===== config.mk =====
export PLATFORM = sky130hd
export DESIGN_NAME = tea_machine
export DESIGN_NICKNAME = d
export VERILOG_FILES = /design/src/source/tea_pkg.sv /design/src/source/operand_loader.sv /design/src/source/result_display.sv /design/src/source/scan_decoder.sv /design/src/source/tea_datapath.sv /design/src/source/tea_machine.sv /design/src/source/tea_sequencer.sv
export SDC_FILE = /design/constraint.sdc
export NUM_CORES = 1
export LEC_CHECK = 0
export BUFFER_PORTS_ARGS = -buffer_cell sky130_fd_sc_hd__buf_4
export CAP_MARGIN = 20
export CORE_MARGIN = 4
export CORE_UTILIZATION = 45
export DETAILED_ROUTE_END_ITERATION = 12
export GPL_TIMING_DRIVEN = 1
export MAX_ROUTING_LAYER = met4
export REMOVE_ABC_BUFFERS = 1
export SYNTH_ARGS = -nofsm -noshare
export SYNTH_HDL_FRONTEND = slang
export SYNTH_SLANG_ARGS = --single-unit

===== constraint.sdc =====
create_clock -name clk -period 5.45 [get_ports clk]
set_clock_uncertainty 0.1 [all_clocks]
set_input_delay 0 -clock clk [delete_from_list [all_inputs] [get_ports clk]]
set_output_delay 0 -clock clk [all_outputs]
set_load 0.02 [all_outputs]

===== src/source/tea_pkg.sv =====
package tea_pkg;

	typedef logic [31:0] word_t;
	typedef logic [7:0]  scan_code_t;
	typedef logic [2:0]  slot_t;      // 0..6 where 6 is past the last slot
	typedef logic [6:0]  segments_t;  // active low in g..a order
	typedef logic [3:0]  nibble_t;

	typedef enum logic [2:0] {
		STEP_IDLE,
		STEP_START,
		STEP_SUM,
		STEP_MIX_A,
		STEP_UPDATE_A,
		STEP_MIX_B,
		STEP_UPDATE_B
	} tea_step_t;

	typedef enum logic [2:0] {
		KEY_NONE,
		KEY_DIGIT,
		KEY_NEXT,
		KEY_ENTER,
		KEY_ENCRYPT,
		KEY_DECRYPT,
		KEY_CLEAR
	} key_event_t;

	// set-2 make codes
	localparam scan_code_t SC_DIGIT_0 = 8'h45;
	localparam scan_code_t SC_DIGIT_1 = 8'h16;
	localparam scan_code_t SC_DIGIT_2 = 8'h1E;
	localparam scan_code_t SC_DIGIT_3 = 8'h26;
	localparam scan_code_t SC_DIGIT_4 = 8'h25;
	localparam scan_code_t SC_DIGIT_5 = 8'h2E;
	localparam scan_code_t SC_DIGIT_6 = 8'h36;
	localparam scan_code_t SC_DIGIT_7 = 8'h3D;
	localparam scan_code_t SC_DIGIT_8 = 8'h3E;
	localparam scan_code_t SC_DIGIT_9 = 8'h46;
	localparam scan_code_t SC_SPACE   = 8'h29;
	localparam scan_code_t SC_ENTER   = 8'h5A;
	localparam scan_code_t SC_E       = 8'h24;
	localparam scan_code_t SC_D       = 8'h23;
	localparam scan_code_t SC_ESC     = 8'h76;
	localparam scan_code_t SC_BREAK   = 8'hF0;  // release prefix

	localparam word_t TEA_DELTA        = 32'h9E3779B9;
	localparam word_t TEA_DEC_SUM_INIT = 32'hC6EF3720;  // delta * 32
	localparam int    TEA_ROUNDS       = 32;
	localparam int    TEA_SHIFT_LEFT   = 4;
	localparam int    TEA_SHIFT_RIGHT  = 5;

	localparam int NUM_SLOTS = 6;

endpackage


===== src/source/operand_loader.sv =====
module operand_loader (
	input  logic                 clk,
	input  logic                 resetFlag,
	input  tea_pkg::key_event_t  key_event,
	input  tea_pkg::nibble_t     key_digit,
	input  logic                 load_phase,
	output tea_pkg::word_t       v0_init,
	output tea_pkg::word_t       v1_init,
	output tea_pkg::word_t       key0,
	output tea_pkg::word_t       key1,
	output tea_pkg::word_t       key2,
	output tea_pkg::word_t       key3
);
	import tea_pkg::*;

	word_t slots [NUM_SLOTS];
	slot_t slot_ptr;
	logic  load_phase_q;
	logic  ptr_in_range;

	assign ptr_in_range = slot_ptr < slot_t'(NUM_SLOTS);

	always_ff @(posedge clk) begin
		if (resetFlag || key_event == KEY_CLEAR) begin
			slots <= '{default: '0};
			slot_ptr <= '0;
			load_phase_q <= 1'b1;
		end else begin
			load_phase_q <= load_phase;
			if (load_phase && !load_phase_q) begin
				slot_ptr <= '0;  // new loading round
			end else if (load_phase) begin
				case (key_event)
					KEY_DIGIT: begin
						if (ptr_in_range)
							slots[slot_ptr] <= word_t'(key_digit);  // digit is the whole word
					end
					KEY_NEXT: begin
						if (ptr_in_range)
							slot_ptr <= slot_ptr + 3'd1;
					end
					default: ;
				endcase
			end
		end
	end

	// slot order v0 v1 k0 k1 k2 k3
	assign v0_init = slots[0];
	assign v1_init = slots[1];
	assign key0    = slots[2];
	assign key1    = slots[3];
	assign key2    = slots[4];
	assign key3    = slots[5];

endmodule


===== src/source/result_display.sv =====
module result_display (
	input  logic                 clk,
	input  logic                 resetFlag,
	input  tea_pkg::key_event_t  key_event,
	input  logic                 show_result,
	input  tea_pkg::word_t       v0_work,
	input  tea_pkg::word_t       v1_work,
	output tea_pkg::segments_t   hex0,
	output tea_pkg::segments_t   hex1,
	output tea_pkg::segments_t   hex2,
	output tea_pkg::segments_t   hex3,
	output tea_pkg::segments_t   hex4,
	output tea_pkg::segments_t   hex5,
	output logic [7:0]           leds
);
	import tea_pkg::*;

	word_t shown;  // v1 low half above v0 low half

	function automatic segments_t hex_segments(input nibble_t digit);
		case (digit)
			4'h0: return 7'b100_0000;
			4'h1: return 7'b111_1001;
			4'h2: return 7'b010_0100;
			4'h3: return 7'b011_0000;
			4'h4: return 7'b001_1001;
			4'h5: return 7'b001_0010;
			4'h6: return 7'b000_0010;
			4'h7: return 7'b111_1000;
			4'h8: return 7'b000_0000;
			4'h9: return 7'b001_1000;
			4'hA: return 7'b000_1000;
			4'hB: return 7'b000_0011;
			4'hC: return 7'b100_0110;
			4'hD: return 7'b010_0001;
			4'hE: return 7'b000_0110;
			default: return 7'b000_1110;  // F
		endcase
	endfunction

	always_ff @(posedge clk) begin
		if (resetFlag || key_event == KEY_CLEAR)
			shown <= '0;
		else if (show_result)
			shown <= {v1_work[15:0], v0_work[15:0]};
	end

	assign hex0 = hex_segments(shown[3:0]);
	assign hex1 = hex_segments(shown[7:4]);
	assign hex2 = hex_segments(shown[11:8]);
	assign hex3 = hex_segments(shown[19:16]);
	assign hex4 = hex_segments(shown[23:20]);
	assign hex5 = hex_segments(shown[27:24]);

	// top nibble of each half has no digit
	assign leds = {shown[31:28], shown[15:12]};

endmodule


===== src/source/scan_decoder.sv =====
module scan_decoder (
	input  logic                 clk,
	input  logic                 resetFlag,
	input  tea_pkg::scan_code_t  scan_code,
	input  logic                 scan_valid,
	output tea_pkg::key_event_t  key_event,
	output tea_pkg::nibble_t     key_digit
);
	import tea_pkg::*;

	logic       break_pending;
	key_event_t code_event;
	nibble_t    code_digit;

	// classify one make code
	always_comb begin
		code_event = KEY_DIGIT;
		code_digit = 4'd0;
		case (scan_code)
			SC_DIGIT_0: code_digit = 4'd0;
			SC_DIGIT_1: code_digit = 4'd1;
			SC_DIGIT_2: code_digit = 4'd2;
			SC_DIGIT_3: code_digit = 4'd3;
			SC_DIGIT_4: code_digit = 4'd4;
			SC_DIGIT_5: code_digit = 4'd5;
			SC_DIGIT_6: code_digit = 4'd6;
			SC_DIGIT_7: code_digit = 4'd7;
			SC_DIGIT_8: code_digit = 4'd8;
			SC_DIGIT_9: code_digit = 4'd9;
			SC_SPACE:   code_event = KEY_NEXT;
			SC_ENTER:   code_event = KEY_ENTER;
			SC_E:       code_event = KEY_ENCRYPT;
			SC_D:       code_event = KEY_DECRYPT;
			SC_ESC:     code_event = KEY_CLEAR;
			default:    code_event = KEY_NONE;
		endcase
	end

	always_ff @(posedge clk) begin
		if (resetFlag) begin
			break_pending <= 1'b0;
			key_event <= KEY_NONE;
		end else begin
			key_event <= KEY_NONE;
			if (scan_valid) begin
				if (break_pending) begin
					break_pending <= 1'b0;  // byte of a released key is dropped
				end else if (scan_code == SC_BREAK) begin
					break_pending <= 1'b1;
				end else begin
					key_event <= code_event;
				end
			end
		end
	end

	always_ff @(posedge clk) begin
		if (scan_valid)
			key_digit <= code_digit;
	end

endmodule


===== src/source/tea_datapath.sv =====
module tea_datapath (
	input  logic                 clk,
	input  logic                 resetFlag,
	input  tea_pkg::key_event_t  key_event,
	input  tea_pkg::tea_step_t   step,
	input  logic                 decrypt_mode,
	input  tea_pkg::word_t       v0_init,
	input  tea_pkg::word_t       v1_init,
	input  tea_pkg::word_t       key0,
	input  tea_pkg::word_t       key1,
	input  tea_pkg::word_t       key2,
	input  tea_pkg::word_t       key3,
	output tea_pkg::word_t       v0_work,
	output tea_pkg::word_t       v1_work
);
	import tea_pkg::*;

	word_t sum;
	word_t term_a;  // (x << 4) + ka
	word_t term_b;  // x + sum
	word_t term_c;  // (x >> 5) + kb

	logic  mix_v1;
	logic  update_v0;
	word_t mix_src;
	word_t mix_ka;
	word_t mix_kb;
	word_t mix_x;
	word_t update_dst;
	word_t update_val;

	// encrypt mixes v1 first and decrypt mixes v0 first
	always_comb begin
		mix_v1 = (step == STEP_MIX_A) != decrypt_mode;
		mix_src = mix_v1 ? v1_work : v0_work;
		mix_ka = mix_v1 ? key0 : key2;
		mix_kb = mix_v1 ? key1 : key3;

		// and the other word takes the result
		update_v0 = (step == STEP_UPDATE_A) != decrypt_mode;
		update_dst = update_v0 ? v0_work : v1_work;
		mix_x = term_a ^ term_b ^ term_c;
		update_val = decrypt_mode ? update_dst - mix_x : update_dst + mix_x;
	end

	always_ff @(posedge clk) begin
		if (resetFlag || key_event == KEY_CLEAR) begin
			v0_work <= '0;
			v1_work <= '0;
			sum <= '0;
			term_a <= '0;
			term_b <= '0;
			term_c <= '0;
		end else begin
			case (step)
				STEP_START: begin
					if (decrypt_mode) begin
						sum <= TEA_DEC_SUM_INIT;  // v0/v1 still hold the ciphertext
					end else begin
						v0_work <= v0_init;
						v1_work <= v1_init;
						sum <= '0;
					end
				end
				STEP_SUM: begin
					sum <= decrypt_mode ? sum - TEA_DELTA : sum + TEA_DELTA;
				end
				STEP_MIX_A, STEP_MIX_B: begin
					term_a <= (mix_src << TEA_SHIFT_LEFT) + mix_ka;
					term_b <= mix_src + sum;
					term_c <= (mix_src >> TEA_SHIFT_RIGHT) + mix_kb;
				end
				STEP_UPDATE_A, STEP_UPDATE_B: begin
					if (update_v0)
						v0_work <= update_val;
					else
						v1_work <= update_val;
				end
				default: ;
			endcase
		end
	end

endmodule


===== src/source/tea_machine.sv =====
module tea_machine (
	input  logic                 clk,
	input  logic                 resetFlag,
	input  tea_pkg::scan_code_t  scan_code,
	input  logic                 scan_valid,
	output tea_pkg::segments_t   hex0,
	output tea_pkg::segments_t   hex1,
	output tea_pkg::segments_t   hex2,
	output tea_pkg::segments_t   hex3,
	output tea_pkg::segments_t   hex4,
	output tea_pkg::segments_t   hex5,
	output logic [7:0]           leds
);
	import tea_pkg::*;

	key_event_t key_event;  // also carries the Esc clear strobe
	nibble_t    key_digit;
	logic       load_phase;
	tea_step_t  step;
	logic       decrypt_mode;
	logic       show_result;
	word_t      v0_init, v1_init;
	word_t      key0, key1, key2, key3;
	word_t      v0_work, v1_work;

	scan_decoder u_scan (
		.clk(clk), .resetFlag(resetFlag),
		.scan_code(scan_code), .scan_valid(scan_valid),
		.key_event(key_event), .key_digit(key_digit)
	);

	operand_loader u_loader (
		.clk(clk), .resetFlag(resetFlag),
		.key_event(key_event), .key_digit(key_digit), .load_phase(load_phase),
		.v0_init(v0_init), .v1_init(v1_init),
		.key0(key0), .key1(key1), .key2(key2), .key3(key3)
	);

	tea_sequencer u_seq (
		.clk(clk), .resetFlag(resetFlag), .key_event(key_event),
		.load_phase(load_phase), .step(step),
		.decrypt_mode(decrypt_mode), .show_result(show_result)
	);

	tea_datapath u_dp (
		.clk(clk), .resetFlag(resetFlag), .key_event(key_event),
		.step(step), .decrypt_mode(decrypt_mode),
		.v0_init(v0_init), .v1_init(v1_init),
		.key0(key0), .key1(key1), .key2(key2), .key3(key3),
		.v0_work(v0_work), .v1_work(v1_work)
	);

	result_display u_disp (
		.clk(clk), .resetFlag(resetFlag), .key_event(key_event),
		.show_result(show_result), .v0_work(v0_work), .v1_work(v1_work),
		.hex0(hex0), .hex1(hex1), .hex2(hex2),
		.hex3(hex3), .hex4(hex4), .hex5(hex5),
		.leds(leds)
	);

endmodule


===== src/source/tea_sequencer.sv =====
module tea_sequencer (
	input  logic                 clk,
	input  logic                 resetFlag,
	input  tea_pkg::key_event_t  key_event,
	output logic                 load_phase,
	output tea_pkg::tea_step_t   step,
	output logic                 decrypt_mode,
	output logic                 show_result
);
	import tea_pkg::*;

	typedef enum logic [2:0] {
		PH_LOAD,
		PH_WAIT_ENCRYPT,
		PH_ENCRYPTING,
		PH_WAIT_DECRYPT,
		PH_DECRYPTING
	} phase_t;

	phase_t    phase;
	logic [5:0] round;
	tea_step_t first_step;
	tea_step_t last_step;
	tea_step_t next_step;
	logic      pass_done;

	// decryption runs the same cycle but enters at MIX_A
	assign first_step = decrypt_mode ? STEP_MIX_A : STEP_SUM;
	assign last_step  = decrypt_mode ? STEP_SUM : STEP_UPDATE_B;
	assign pass_done  = (step == last_step) && (round == 6'(TEA_ROUNDS));

	always_comb begin
		case (step)
			STEP_START:    next_step = first_step;
			STEP_SUM:      next_step = STEP_MIX_A;
			STEP_MIX_A:    next_step = STEP_UPDATE_A;
			STEP_UPDATE_A: next_step = STEP_MIX_B;
			STEP_MIX_B:    next_step = STEP_UPDATE_B;
			STEP_UPDATE_B: next_step = STEP_SUM;
			default:       next_step = STEP_IDLE;
		endcase
	end

	always_ff @(posedge clk) begin
		if (resetFlag || key_event == KEY_CLEAR) begin
			phase <= PH_LOAD;
			step <= STEP_IDLE;
			round <= '0;
			decrypt_mode <= 1'b0;
			show_result <= 1'b0;
		end else begin
			show_result <= 1'b0;
			case (phase)
				PH_LOAD: begin
					if (key_event == KEY_ENTER)
						phase <= PH_WAIT_ENCRYPT;
				end
				PH_WAIT_ENCRYPT: begin
					if (key_event == KEY_ENCRYPT) begin
						phase <= PH_ENCRYPTING;
						step <= STEP_START;
						round <= '0;
						decrypt_mode <= 1'b0;
					end
				end
				PH_WAIT_DECRYPT: begin
					if (key_event == KEY_DECRYPT) begin
						phase <= PH_DECRYPTING;
						step <= STEP_START;
						round <= '0;
						decrypt_mode <= 1'b1;
					end
				end
				default: begin  // keys ignored while a pass runs
					step <= next_step;
					if (step == first_step)
						round <= round + 6'd1;
					if (pass_done) begin
						step <= STEP_IDLE;
						show_result <= 1'b1;
						phase <= decrypt_mode ? PH_LOAD : PH_WAIT_DECRYPT;
					end
				end
			endcase
		end
	end

	assign load_phase = (phase == PH_LOAD);

endmodule


# Word-level counts from Yosys, hierarchy flattened
# Memories as Yosys holds them, arrays and structs flattened. A register that Yosys moved wholly into a read port is not among the register bits.
# Cells that the tools add are included.
[totals]
output_inout_bits = 50
register_bits = 442
input_bits = 11
n_memories = 6
latchBits = 0
ram_bits = 0
elab_cells = 167
mem_bits_ro = 672
[mem_list]
columns = ["name", "words", "width", "rd", "rd_ports_with_merged_regs", "wr", "line_no", "source"]
rows = [
  ["(no name shown)", 16, 7, 1, 1, 0, "result_display.sv:21", "case (digit)"],
  ["(no name shown)", 16, 7, 1, 1, 0, "result_display.sv:21", ""],
  ["(no name shown)", 16, 7, 1, 1, 0, "result_display.sv:21", ""],
  ["(no name shown)", 16, 7, 1, 1, 0, "result_display.sv:21", ""],
  ["(no name shown)", 16, 7, 1, 1, 0, "result_display.sv:21", ""],
  ["(no name shown)", 16, 7, 1, 1, 0, "result_display.sv:21", ""],
]
[op_classes]
n_bitwise = 6
magnitude_cmp = 3
mul = 0
div_mod_pow = 0
n_mux = 54
n_eq_ne = 41
shift = 0
reduce_logical = 25
n_addsub = 9
[ops]
columns = ["operator", "count"]
rows = [
  ["two-way mux 32 bit", 12],
  ["bitwise mux 192 bit", 1],
  ["one-hot mux 32 bit (2 select lines)", 3],
  ["adder 32 bit", 3],
  ["demux 32 bit (select 3 bit)", 1],
  ["equality test 8 x 6 -> 1 bit, second input constant", 9],
  ["XOR 32 bit", 2],
  ["two-way mux 4 bit", 12],
  ["one-hot mux 3 bit (6 select lines)", 2],
  ["one-hot mux 4 bit (9 select lines)", 1],
  ["adder 27 x 32 -> 32 bit", 1],
  ["adder 32 bit, second input constant", 1],
  ["equality test 8 x 7 -> 1 bit, second input constant", 4],
  ["subtractor 32 bit", 1],
  ["subtractor 32 bit, second input constant", 1],
  ["two-way mux 3 bit", 8],
  ["equality test 3 bit, second input constant", 6],
  ["two-way mux 6 bit", 3],
  ["one-hot mux 3 bit (3 select lines)", 2],
  ["one-hot mux 6 bit (3 select lines)", 1],
  ["equality test 8 x 5 -> 1 bit, second input constant", 2],
  ["equality test 3 x 2 -> 1 bit, second input constant", 5],
  ["AND reduction 3 bit", 5],
  ["AND reduction 4 bit", 3],
  ["27 further kinds", 49],
]

# Depth between registers and ports, before layout
# Gate-level depths: netlist of the first run.
[logic_depth]
depth_word = 7
mapped_depth = 20
depth_no_buf = 17

# Modules after synthesis
# From an unflattened synthesis of the first run, not the netlist that was laid out.
[hier_totals]
hier_cells = 3012
area_unflattened_um2 = 25020.2
[modules_own_cells]
columns = ["mod", "cells_per_inst", "n_inst", "area_per_inst_um2", "seq_area_each_um2"]
rows = [
  ["tea_datapath", 2145, 1, 17192.7, 3843.7],
  ["result_display", 404, 1, 3791.1, 1481.4],
  ["operand_loader", 290, 1, 2560.0, 560.5],
  ["tea_sequencer", 104, 1, 864.6, 280.3],
  ["scan_decoder", 69, 1, 611.8, 200.2],
]

# Least setup slack after synthesis of the first run
# Ideal clock, no wire load.
[synth_path]
path_kind = "register -> register"
start = "register u_seq.decrypt_mode"
end = "register u_dp.v1_work[24]"
setup_slack_ns = 0.524
path_buffers = 1
stages_incl_launch_ff = 16
required_time_ns = 5.288
synth_period_minus_slack_ns = 4.926
arrival_time_ns = 4.764
setup_ns = 0.062
path_cell_list = "dfxtp_1 -> inv_1 -> xnor2_1 -> clkbuf_1 -> mux2i_1 -> ha_1 -> fa_1 -> nor2b_1 -> o21ai_0 -> a21boi_0 -> a2bb2oi_1 -> a41oi_1 -> a31oi_1 -> o31ai_1 -> or3b_2 -> nand3_1"
[synth_between]
elab_chain_cells = 6
word_cells_on_any_way = 10
cone_classes = "add/sub: 2; eq/ne: 3; mux: 4; reduce/logical: 1"
[synth_lines]
columns = ["item", "line_no", "source"]
rows = [
  ["start: declaration", "tea_sequencer.sv:7", "output logic decrypt_mode,"],
  ["start signal: assignment", "tea_sequencer.sv:49", "decrypt_mode <= 1'b0;"],
  ["start signal: assignment", "tea_sequencer.sv:63", "decrypt_mode <= 1'b0;"],
  ["start signal: assignment", "tea_sequencer.sv:71", "decrypt_mode <= 1'b1;"],
  ["!= test 1 bit", "tea_datapath.sv:40", "update_v0 = (step == STEP_UPDATE_A) != decrypt_mode;"],
  ["two-way mux 32 bit", "tea_datapath.sv:41", "update_dst = update_v0 ? v0_work : v1_work;"],
  ["adder 32 bit / subtractor 32 bit (equally long branches)", "tea_datapath.sv:43", "update_val = decrypt_mode ? update_dst - mix_x : update_dst + mix_x;"],
  ["two-way mux 32 bit", "tea_datapath.sv:43", ""],
  ["two-way mux 32 bit", "tea_datapath.sv:74", "if (update_v0)"],
  ["one-hot mux 32 bit (2 select lines)", "tea_datapath.sv:55", "case (step)"],
  ["end signal: assignment", "tea_datapath.sv:61", "v1_work <= v1_init;"],
  ["end signal: assignment", "tea_datapath.sv:77", "v1_work <= update_val;"],
  ["end: declaration", "tea_datapath.sv:14", "output tea_pkg::word_t v1_work"],
]
# Parallel ways exist; a longest one is shown, timed or not. The select of a mux whose other input is x is not followed.
# A chain may end at the register's enable or synchronous reset.

# Worst setup path in the final report of the first run
[layout_path]
start = "register u_seq.step[0]"
end = "register u_dp.v1_work[29]"
[layout_between]
elab_chain_cells = 7
word_cells_on_any_way = 15
cone_classes = "add/sub: 2; eq/ne: 6; mux: 4; reduce/logical: 3"
[layout_lines]
columns = ["item", "line_no", "source"]
rows = [
  ["start: declaration", "tea_sequencer.sv:6", "output tea_pkg::tea_step_t step,"],
  ["start signal: assignment", "tea_sequencer.sv:75", "step <= next_step;"],
  ["equality test 3 bit", "tea_datapath.sv:40, tea_datapath.sv:55", ""],
  ["!= test 1 bit", "tea_datapath.sv:40", ""],
  ["two-way mux 32 bit", "tea_datapath.sv:41", ""],
  ["adder 32 bit / subtractor 32 bit (equally long branches)", "tea_datapath.sv:43", ""],
  ["two-way mux 32 bit", "tea_datapath.sv:43", ""],
  ["two-way mux 32 bit", "tea_datapath.sv:74", ""],
  ["one-hot mux 32 bit (2 select lines)", "tea_datapath.sv:55", ""],
]
# Parallel ways exist; a longest one is shown, timed or not. The select of a mux whose other input is x is not followed.

==> impl_results.md, run 1 <==
- Crit Reg-Reg Startpoint: u_seq.step[0]
- Router iterations before antenna repair: 5
- # setup viols final: 0
- Final Critical Period: 4.98 ns
- Most common cell after layout, fill and taps aside: dfxtp_1
- Slew HR: 29.1%
- Buffers added on ports: 60
- Fillers: about 4.2k
- Antenna Cells: 0
- Critical-path top delay cell: a311oi_1
- Syn avg cell area: 8.25 um2
- DR WL/cell: between 15 and 20 um
- Crit path top cell by count: o21ai_0
- Routed WL: between 50 and 60 mm
- Ys Warns: 0
- Worst setup startpoint: u_seq.step[0]
- Vias in the first global route: around 16k
- Critical Path End Type: register
- Post-route setup TNS: 0 ns
- Clk sink count: 312
- Post-route ant nets: 0
- Initial antenna violation count: 0
- Max Slew Vio Count: 0
- Async set-reset flop share out of synthesis: 0%
- Final Cell Area: 0.0228 mm2
- VDD IR-drop max: 0.173 mV
- Post-Syn Instances: 2442
- Gr usage total: 22.8%
- Layout area overhead: 13.0%
- Register area share after synthesis: a little under a third
- Max Clk Rate: ~200 MHz
- Post-route insts no fill: between 3k and 4k
- Share of the synthesized area in the top cell type: 30.6%
- Clock latency on the worst-skew pair: 0.56 ns
- Largest net degree at the start of global routing: 75
- DIE HEIGHT: 220 um
- RSZ-0062 raised after global routing: false
- Detail Placement HPWL: 39.9 mm
- Placed cell count: 3004
- Run status: completed
- Main flop type after synthesis: dfxtp_1
- Placed cell areas: approximately 0.021 mm2
- Data arrival, critical path: around 5.3 ns
- CP top delay family: compound AO/OA/AOI/OAI gates
- TritonCTS clock tree: done
- Most frequent cells in the layout: dfxtp_1 (305), nor2_1 (255), nand2_1 (232)
- Worst Tran Pin Value: 1.06 ns
- Root Buffer: clkbuf_16
- Ports: a little over 60
- Worst Path Class, Setup: register to register
- Worst-case clock buffer depth: 3
- Hold path startpoint: scan_valid
- Die Wd: 220 um
- Post-synth top area cell: dfxtp_1
- Mapped cell area: 0.0202 mm2
- Critical path launch point type: register
- Hold crit path type: primary input to register
- Number of max-capacitance violations reported: 0
- Cell variety after synth: 86
- Initial core utilization: between 40% and 50%
- Die area: 0.0482 mm2
- Power per cell area: 253 mW/mm2
- Post-CTS Setup Repair Bufs: 0
- Initial drt markers: 1282
- Footprint of the multi-input gates: 0.0130 mm2
- Total core area: 0.0442 mm2
- Net count reported at finish: between 2k and 3k
- Seq cells post-synth: ~310
- Slowest Stage Delay on Critical Path: 0.47 ns
- Rows: 77
- Routability cong.: roughly 0.93
- CP required: 5.80 ns
- CP Cell Sequence: inv_1 > ha_1 > nand2_1 > xnor2_2 > buf_4 > mux2_2 > ha_1 > o21a_1 > o21ai_0 > a31oi_1 > a31oi_1 > o21ai_0 > a311oi_1 > o21ai_0 > and3_1 > a311o_1
- H-tree Lvls: 2
- Sequential cell area: 0.00629 mm2
- Clock slew at reported path FFs: approximately 0.060 ns
- Final hold vios: 0
- # DRC: 0
- Leak Pwr: 9.58 nW
- Crit path max fanout: 32
- First-pass GRT wire length: a little under 90 mm
- TritonCTS buffer count: 37
- Remaining Overflow, GRT: 0
- Via count: 17.6k
- Top cells by area, synth: dfxtp_1 (31%), ha_1 (8.4%), a21oi_1 (5.8%)
- DR vias/cell: 5.68
- Layout cell share with drive strength beyond 1: about 9.9%
- Post-synth EDFFs: 4
- Worst path bufs/invs: 2
- Final period util: 91.4%
-- layout make-up --
type | instances | share of cell area, %
multi-input combinational | 1908 | 57.3
sequential | 312 | 27.6
clock buffer | 50 | 4.72
timing repair buffer | 120 | 4.29
tap | 592 | 3.25
inverter | 99 | 1.63
clock inverter | 12 | 1.19
-- Yosys cell counts (29+ instances only) --
master / count
dfxtp_1: 308
nor2_1: 255
a21oi_1: 232
nand2_1: 232
ha_1: 135
xnor2_1: 106
mux2i_1: 102
o21ai_0: 101
inv_1: 99
clkbuf_1: 81
nand3_1: 80
xor2_1: 63
mux2_2: 56
a21o_1: 54
a211oi_1: 51
nor3_1: 49
buf_1: 29
-- worst paths after layout --
path / endpoint / slack [ns] / cells after the start
hold reg to reg: u_dp.term_c[0] / 0.36 / 2
setup / recovery: u_dp.v1_work[29] / 0.47 / 16
setup reg to reg: u_dp.v1_work[29] / 0.47 / 16
hold / removal: u_scan.key_digit[0] / 0.14 / 2
-- worst register-to-register path, delay by kind of cell (launching register included) --
family | cells | cell delay [ns]
adder cells (fa/ha/maj) | 2 | 0.62
XOR/XNOR | 1 | 0.14
flip-flops | 1 | 0.40
buffers and inverters | 2 | 0.52
multiplexers | 1 | 0.41
AND/OR/NAND/NOR | 2 | 0.45
AO/OA/AOI/OAI | 8 | 2.21
-- sequential cells by signal, summed over array words and instances (netlist names), 6 cells and up --
| register | cells |
|---|---|
| u_disp.shown | 32 |
| u_dp.sum | 32 |
| u_dp.term_a | 32 |
| u_dp.term_b | 32 |
| u_dp.v0_work | 32 |
| u_dp.v1_work | 32 |
| u_dp.term_c | 28 |
| u_disp.hex0 | 7 |
| u_disp.hex1 | 7 |
| u_disp.hex2 | 7 |
| u_disp.hex3 | 7 |
| u_disp.hex4 | 7 |
| u_disp.hex5 | 7 |
| u_seq.round | 6 |
-- logic make-up (layout without fill, tap and decap cells) --
kind of cell	Yosys count	count (layout)	share of synthesized area, %
fa+ha+maj	139	139	8.78
simple gates	789	789	18.4
mux	160	160	8.33
flops	312	312	31.2
xor+xnor	182	183	8.85
compound gates	637	637	20.0
buf+inv	223	281	4.41
-- repair_timing --
action / 4_1_cts / 5_1_grt
hold endpoints to repair: 35 / 0
setup endpoints to repair: 0 / 3
resized for setup: 0 / 1
hold buffers: 25 / 0
-- power by group --
part	switching [mW]	internal [mW]	total [mW]
sequential	0.0319	2.31	2.34
clock	1.03	1.72	2.75
combinational	0.437	0.240	0.676
-- per-stage QoR --
stage	total power, mW	hold slack [ns]	utilization (%)	setup WS (ns)
floorplan	2.82	-0.0309	-	-1.81
global placement	3.03	0.131	47.8	0.591
detailed placement	3.04	0.141	47.8	0.448
CTS	5.82	0.102	51.4	0.434
global route	5.98	0.146	51.5	0.0854
finish	5.76	0.137	51.5	0.468
-- routing by layer --
layer  vias to the layer above  track usage, %  wire, um
li1                       8819               -         -
met1                      8298            31.6     27100
met2                       372            35.4     24200
met3                        80            3.24      2470
met4                         0            5.30      1010
met5                         -               -         0
(Power assumes the default switching activity.)
==> inputs of run 2 (changes only) <==
SYNTH_HIERARCHICAL = 1   (was not set)
==> run 2 against run 1 <==
Net effect: non-clock buffer count decreased by 7; register-to-register slack improved by 0.06 ns; core utilization decreased by 2.7 points; count of clock-buffer cells in the layout increased by 2; clock power decreased by 8.0%; cell count increased by 23%; global-route usage decreased by 0.69 points; largest power group unchanged; highest routed layer unchanged.
==> impl_results.md, run 2 <==
- Ys Warns: 6 (+6)
- Rows: 86 (+12%)
- Worst-case clock buffer depth: 3 (unchanged)
- DR vias/cell: 5.62 (-1.1%)
- Total core area: 0.0551 mm2 (+25%)
- Gr usage total: 22.1% (-0.69 points)
- Global route hottest layer: met2
- Die Wd: 244 um (+11%)
- Net count reported at finish: 3217 (+22%)
- Clock slew at reported path FFs: 0.06 ns (about the same)
- Main flop type after synthesis: dfxtp_1
- Final hold vios: 0 (unchanged)
- Cell variety after synth: 111 (+29%)
- Initial antenna violation count: 0 (unchanged)
- Antenna Cells: 0 (unchanged)
- Power per cell area: 188 mW/mm2 (-26%)
- Worst Tran Pin Value: 1.03 ns (-0.0220 ns)
- Most common cell after layout, fill and taps aside: a21oi_1
- Most frequent cells in the layout: a21oi_1 (316), dfxtp_1 (310), nand2_1 (256)
- Post-Syn Instances: 3012 (+23%)
- Async set-reset flop share out of synthesis: 0% (unchanged)
- Slowest Stage Delay on Critical Path: 0.56 ns (+0.09 ns)
- TritonCTS clock tree: done
- Number of max-capacitance violations reported: 0 (unchanged)
- Die area: 0.0594 mm2 (+23%)
- Hold path depth: 2 (unchanged)
- VDD IR-drop max: 0.143 mV (-17%)
- Post-synth top area cell: dfxtp_1
- Crit Reg-Reg Startpoint: u_dp/term_b[0]
- Layout cell share with drive strength beyond 1: 11.2% (+1.3 points)
- Routability cong.: 0.902 (-2.8%)
- Max Clk Rate: 203 MHz (+1.1%)
- Share of the synthesized area in the top cell type: 25.0% (-5.6 points)
- Layout area overhead: 7.38%
- RR Endpoint: u_dp/v0_work[29]
- Detail Placement HPWL: 48.7 mm (+22%)
- Leak Pwr: 11.6 nW (+21%)
- First-pass GRT wire length: 107 mm (+22%)
- Clock latency on the worst-skew pair: 0.57 ns (about the same)
- # DRC: 0 (unchanged)
- Max Slew Vio Count: 0 (unchanged)
- Hold Path End: u_scan/key_digit[1]
- Via count: 21.3k (+21%)
- DIE HEIGHT: 244 um (+11%)
- Final hold slack: 0.130 ns (-0.00754 ns)
- Ports: 61 (unchanged)
- Hold crit path type: primary input to register
- Top cells by area, synth: dfxtp_1 (25%), ha_1 (9.3%), a21oi_1 (6.3%)
- GRT met2 Usage: 36.1% (+0.74 points)
- # setup viols final: 0 (unchanged)
- Most numerous cell in the Yosys netlist: a21oi_1
- Mapped cell area: 0.0250 mm2 (+24%)
- TritonCTS buffer count: 36 (-2.7%)
- Critical path launch point type: register
- DR WL/cell: 17.4 um (-1.7%)
- Initial drt markers: 1510 (+18%)
- Largest net degree at the start of global routing: 72 (-4.0%)
- Data arrival, critical path: 5.25 ns (-0.08 ns)
- H-tree Lvls: 2 (unchanged)
- Fillers: 5343 (+27%)
- Met3 Usage GRT: 2.40% (-0.84 points)
- FF-to-FF setup slack: 0.52 ns (+0.06 ns)
- Remaining Overflow, GRT: 0 (unchanged)
- Run status: completed
- Syn avg cell area: 8.31 um2 (+0.64%)
- Place WS: 0.372 ns (-0.0755 ns)
- Routed WL: 66.0 mm (+20%)
- Met1 Track Usage GR: 29.4% (-2.3 points)
- Reg2Reg Depth: 17 (+1)
- Hold path startpoint: scan_valid
- Setup ws final: 0.525 ns (+0.0562 ns)
- CP required: 5.77 ns (-0.03 ns)
- Buffers added on ports: 60 (unchanged)
- CP Cell Sequence: xor2_1 > xnor2_1 > inv_2 > or4_4 > or3_4 > nor4_4 > and2b_2 > nor2_1 > xnor2_1 > ha_1 > and3_1 > nand2_1 > o31ai_2 > a31o_2 > nor2_1 > a211o_1 > o221a_2
- Final Critical Period: 4.93 ns (-0.0562 ns)
- Router iterations before antenna repair: 7 (+2)
- Worst Path Class, Setup: register to register
- Post-synth EDFFs: 4 (unchanged)
- Register area share after synthesis: 25.4% (-5.7 points)
- Critical-path top delay cell: or4_4
- Clk sink count: 316 (+1.3%)
- RSZ-0062 raised after global routing: false
- Initial core utilization: 45.4% (-0.16 points)
- Final period util: 90.4% (-1.0 points)
- Seq cells post-synth: 316 (+1.3%)
- Root Buffer: clkbuf_16
- Slew HR: 30.9% (+1.8 points)
- Critical Path End Type: register
- Post-route ant nets: 0 (unchanged)
- Commonest cells in the netlist: a21oi_1 (317), dfxtp_1 (312), nand2_1 (257), nor2_1 (221), ha_1 (185)
- Vias in the first global route: 20.9k (+27%)
- Crit path max fanout: 8 (-75%)
==> run 2: cell count changes in the layout (fill, tap and decap cells not counted), sizes merged, moves of 19 or more <==
cell and delta:
o21ai +70, mux2i -19, a21o +20, conb +168
ha +50, nor2 -33, nand3b +32, mux2 +71
inv -24, a21oi +89, nand3 -28, nand2 +25
==> run 2: where the power goes <==
group | switching [mW] | internal [mW]
sequential | 0.00224 | 2.32
combinational | 0.131 | 0.0771
clock | 1.03 | 1.50
==> run 2: how the worst max path moves through the flow <==
stage	from	to
global placement	u_dp/term_b[0]	u_dp/v0_work[28]
finish	u_dp/term_b[0]	u_dp/v0_work[29]
detailed placement	u_dp/term_b[0]	u_dp/v1_work[30]
CTS	u_dp/term_b[0]	u_dp/v0_work[30]
global route	u_dp/term_b[0]	u_dp/v1_work[28]
floorplan	u_seq/decrypt_mode	u_dp/term_b[28]
==> run 2: layout make-up <==
type                            instances  area (um2)  area share [%]
Multi-Input combinational cell       2474       17200            63.9
Inverter                               75         282            1.05
Sequential cell                       316        6370            23.7
Timing Repair Buffer                  113         907            3.38
Clock buffer                           52        1060            3.95
Clock inverter                         11         145           0.540
Tap cell                              748         936            3.48
==> run 2: through the flow <==
step	TNS [ns]	power [mW]	util (%)	instances	instance area [um2]
after CTS	0	5.11	48.7	3788	26800
after global placement	0	2.56	46.1	3702	25400
after floorplan	-182.96	2.51	-	2865	23700
after global routing	0	5.23	48.8	3789	26900
final	0	5.06	48.8	3789	26900
after detailed placement	0	2.56	46.1	3703	25400
==> run 2: timing repair <==
| action | in CTS | in global routing |
|---|---|---|
| endpoints found under the setup margin | 0 | 6 |
| hold buffers | 22 | 0 |
| endpoints found under the hold margin | 41 | 0 |
| gates resized for setup | 0 | 6 |
| setup buffers | 0 | 0 |
==> run 2: worst max-delay path, delay by kind of cell (launching register included) <==
kind | cells | cell delay, ns
buffers and inverters | 1 | 0.09
AOI/OAI and AO/OA | 4 | 1.38
DFF | 1 | 0.32
adders and majority gates | 1 | 0.36
xor gates and xnor gates | 3 | 0.62
and+or+nand+nor | 8 | 1.92
==> run 2: cell families (layout without fill, tap and decap cells) <==
group,after synthesis,after routing,synth area share [%]
and+or+nand+nor,826,826,16.3
adders and majority gates,190,190,9.65
buffers and inverters,389,251,8.91
DFF,316,316,25.4
AOI/OAI and AO/OA,886,886,22.5
muxes,212,212,9.18
xor gates and xnor gates,192,192,8.02
other,1,168,0.0150
==> run 2: metal layers <==
metal | up-vias | part of all wire, %
li1 | 10566 | -
met1 | 10185 | 48
met2 | 436 | 46
met3 | 97 | 3.8
met4 | 0 | 2.2
met5 | - | 0
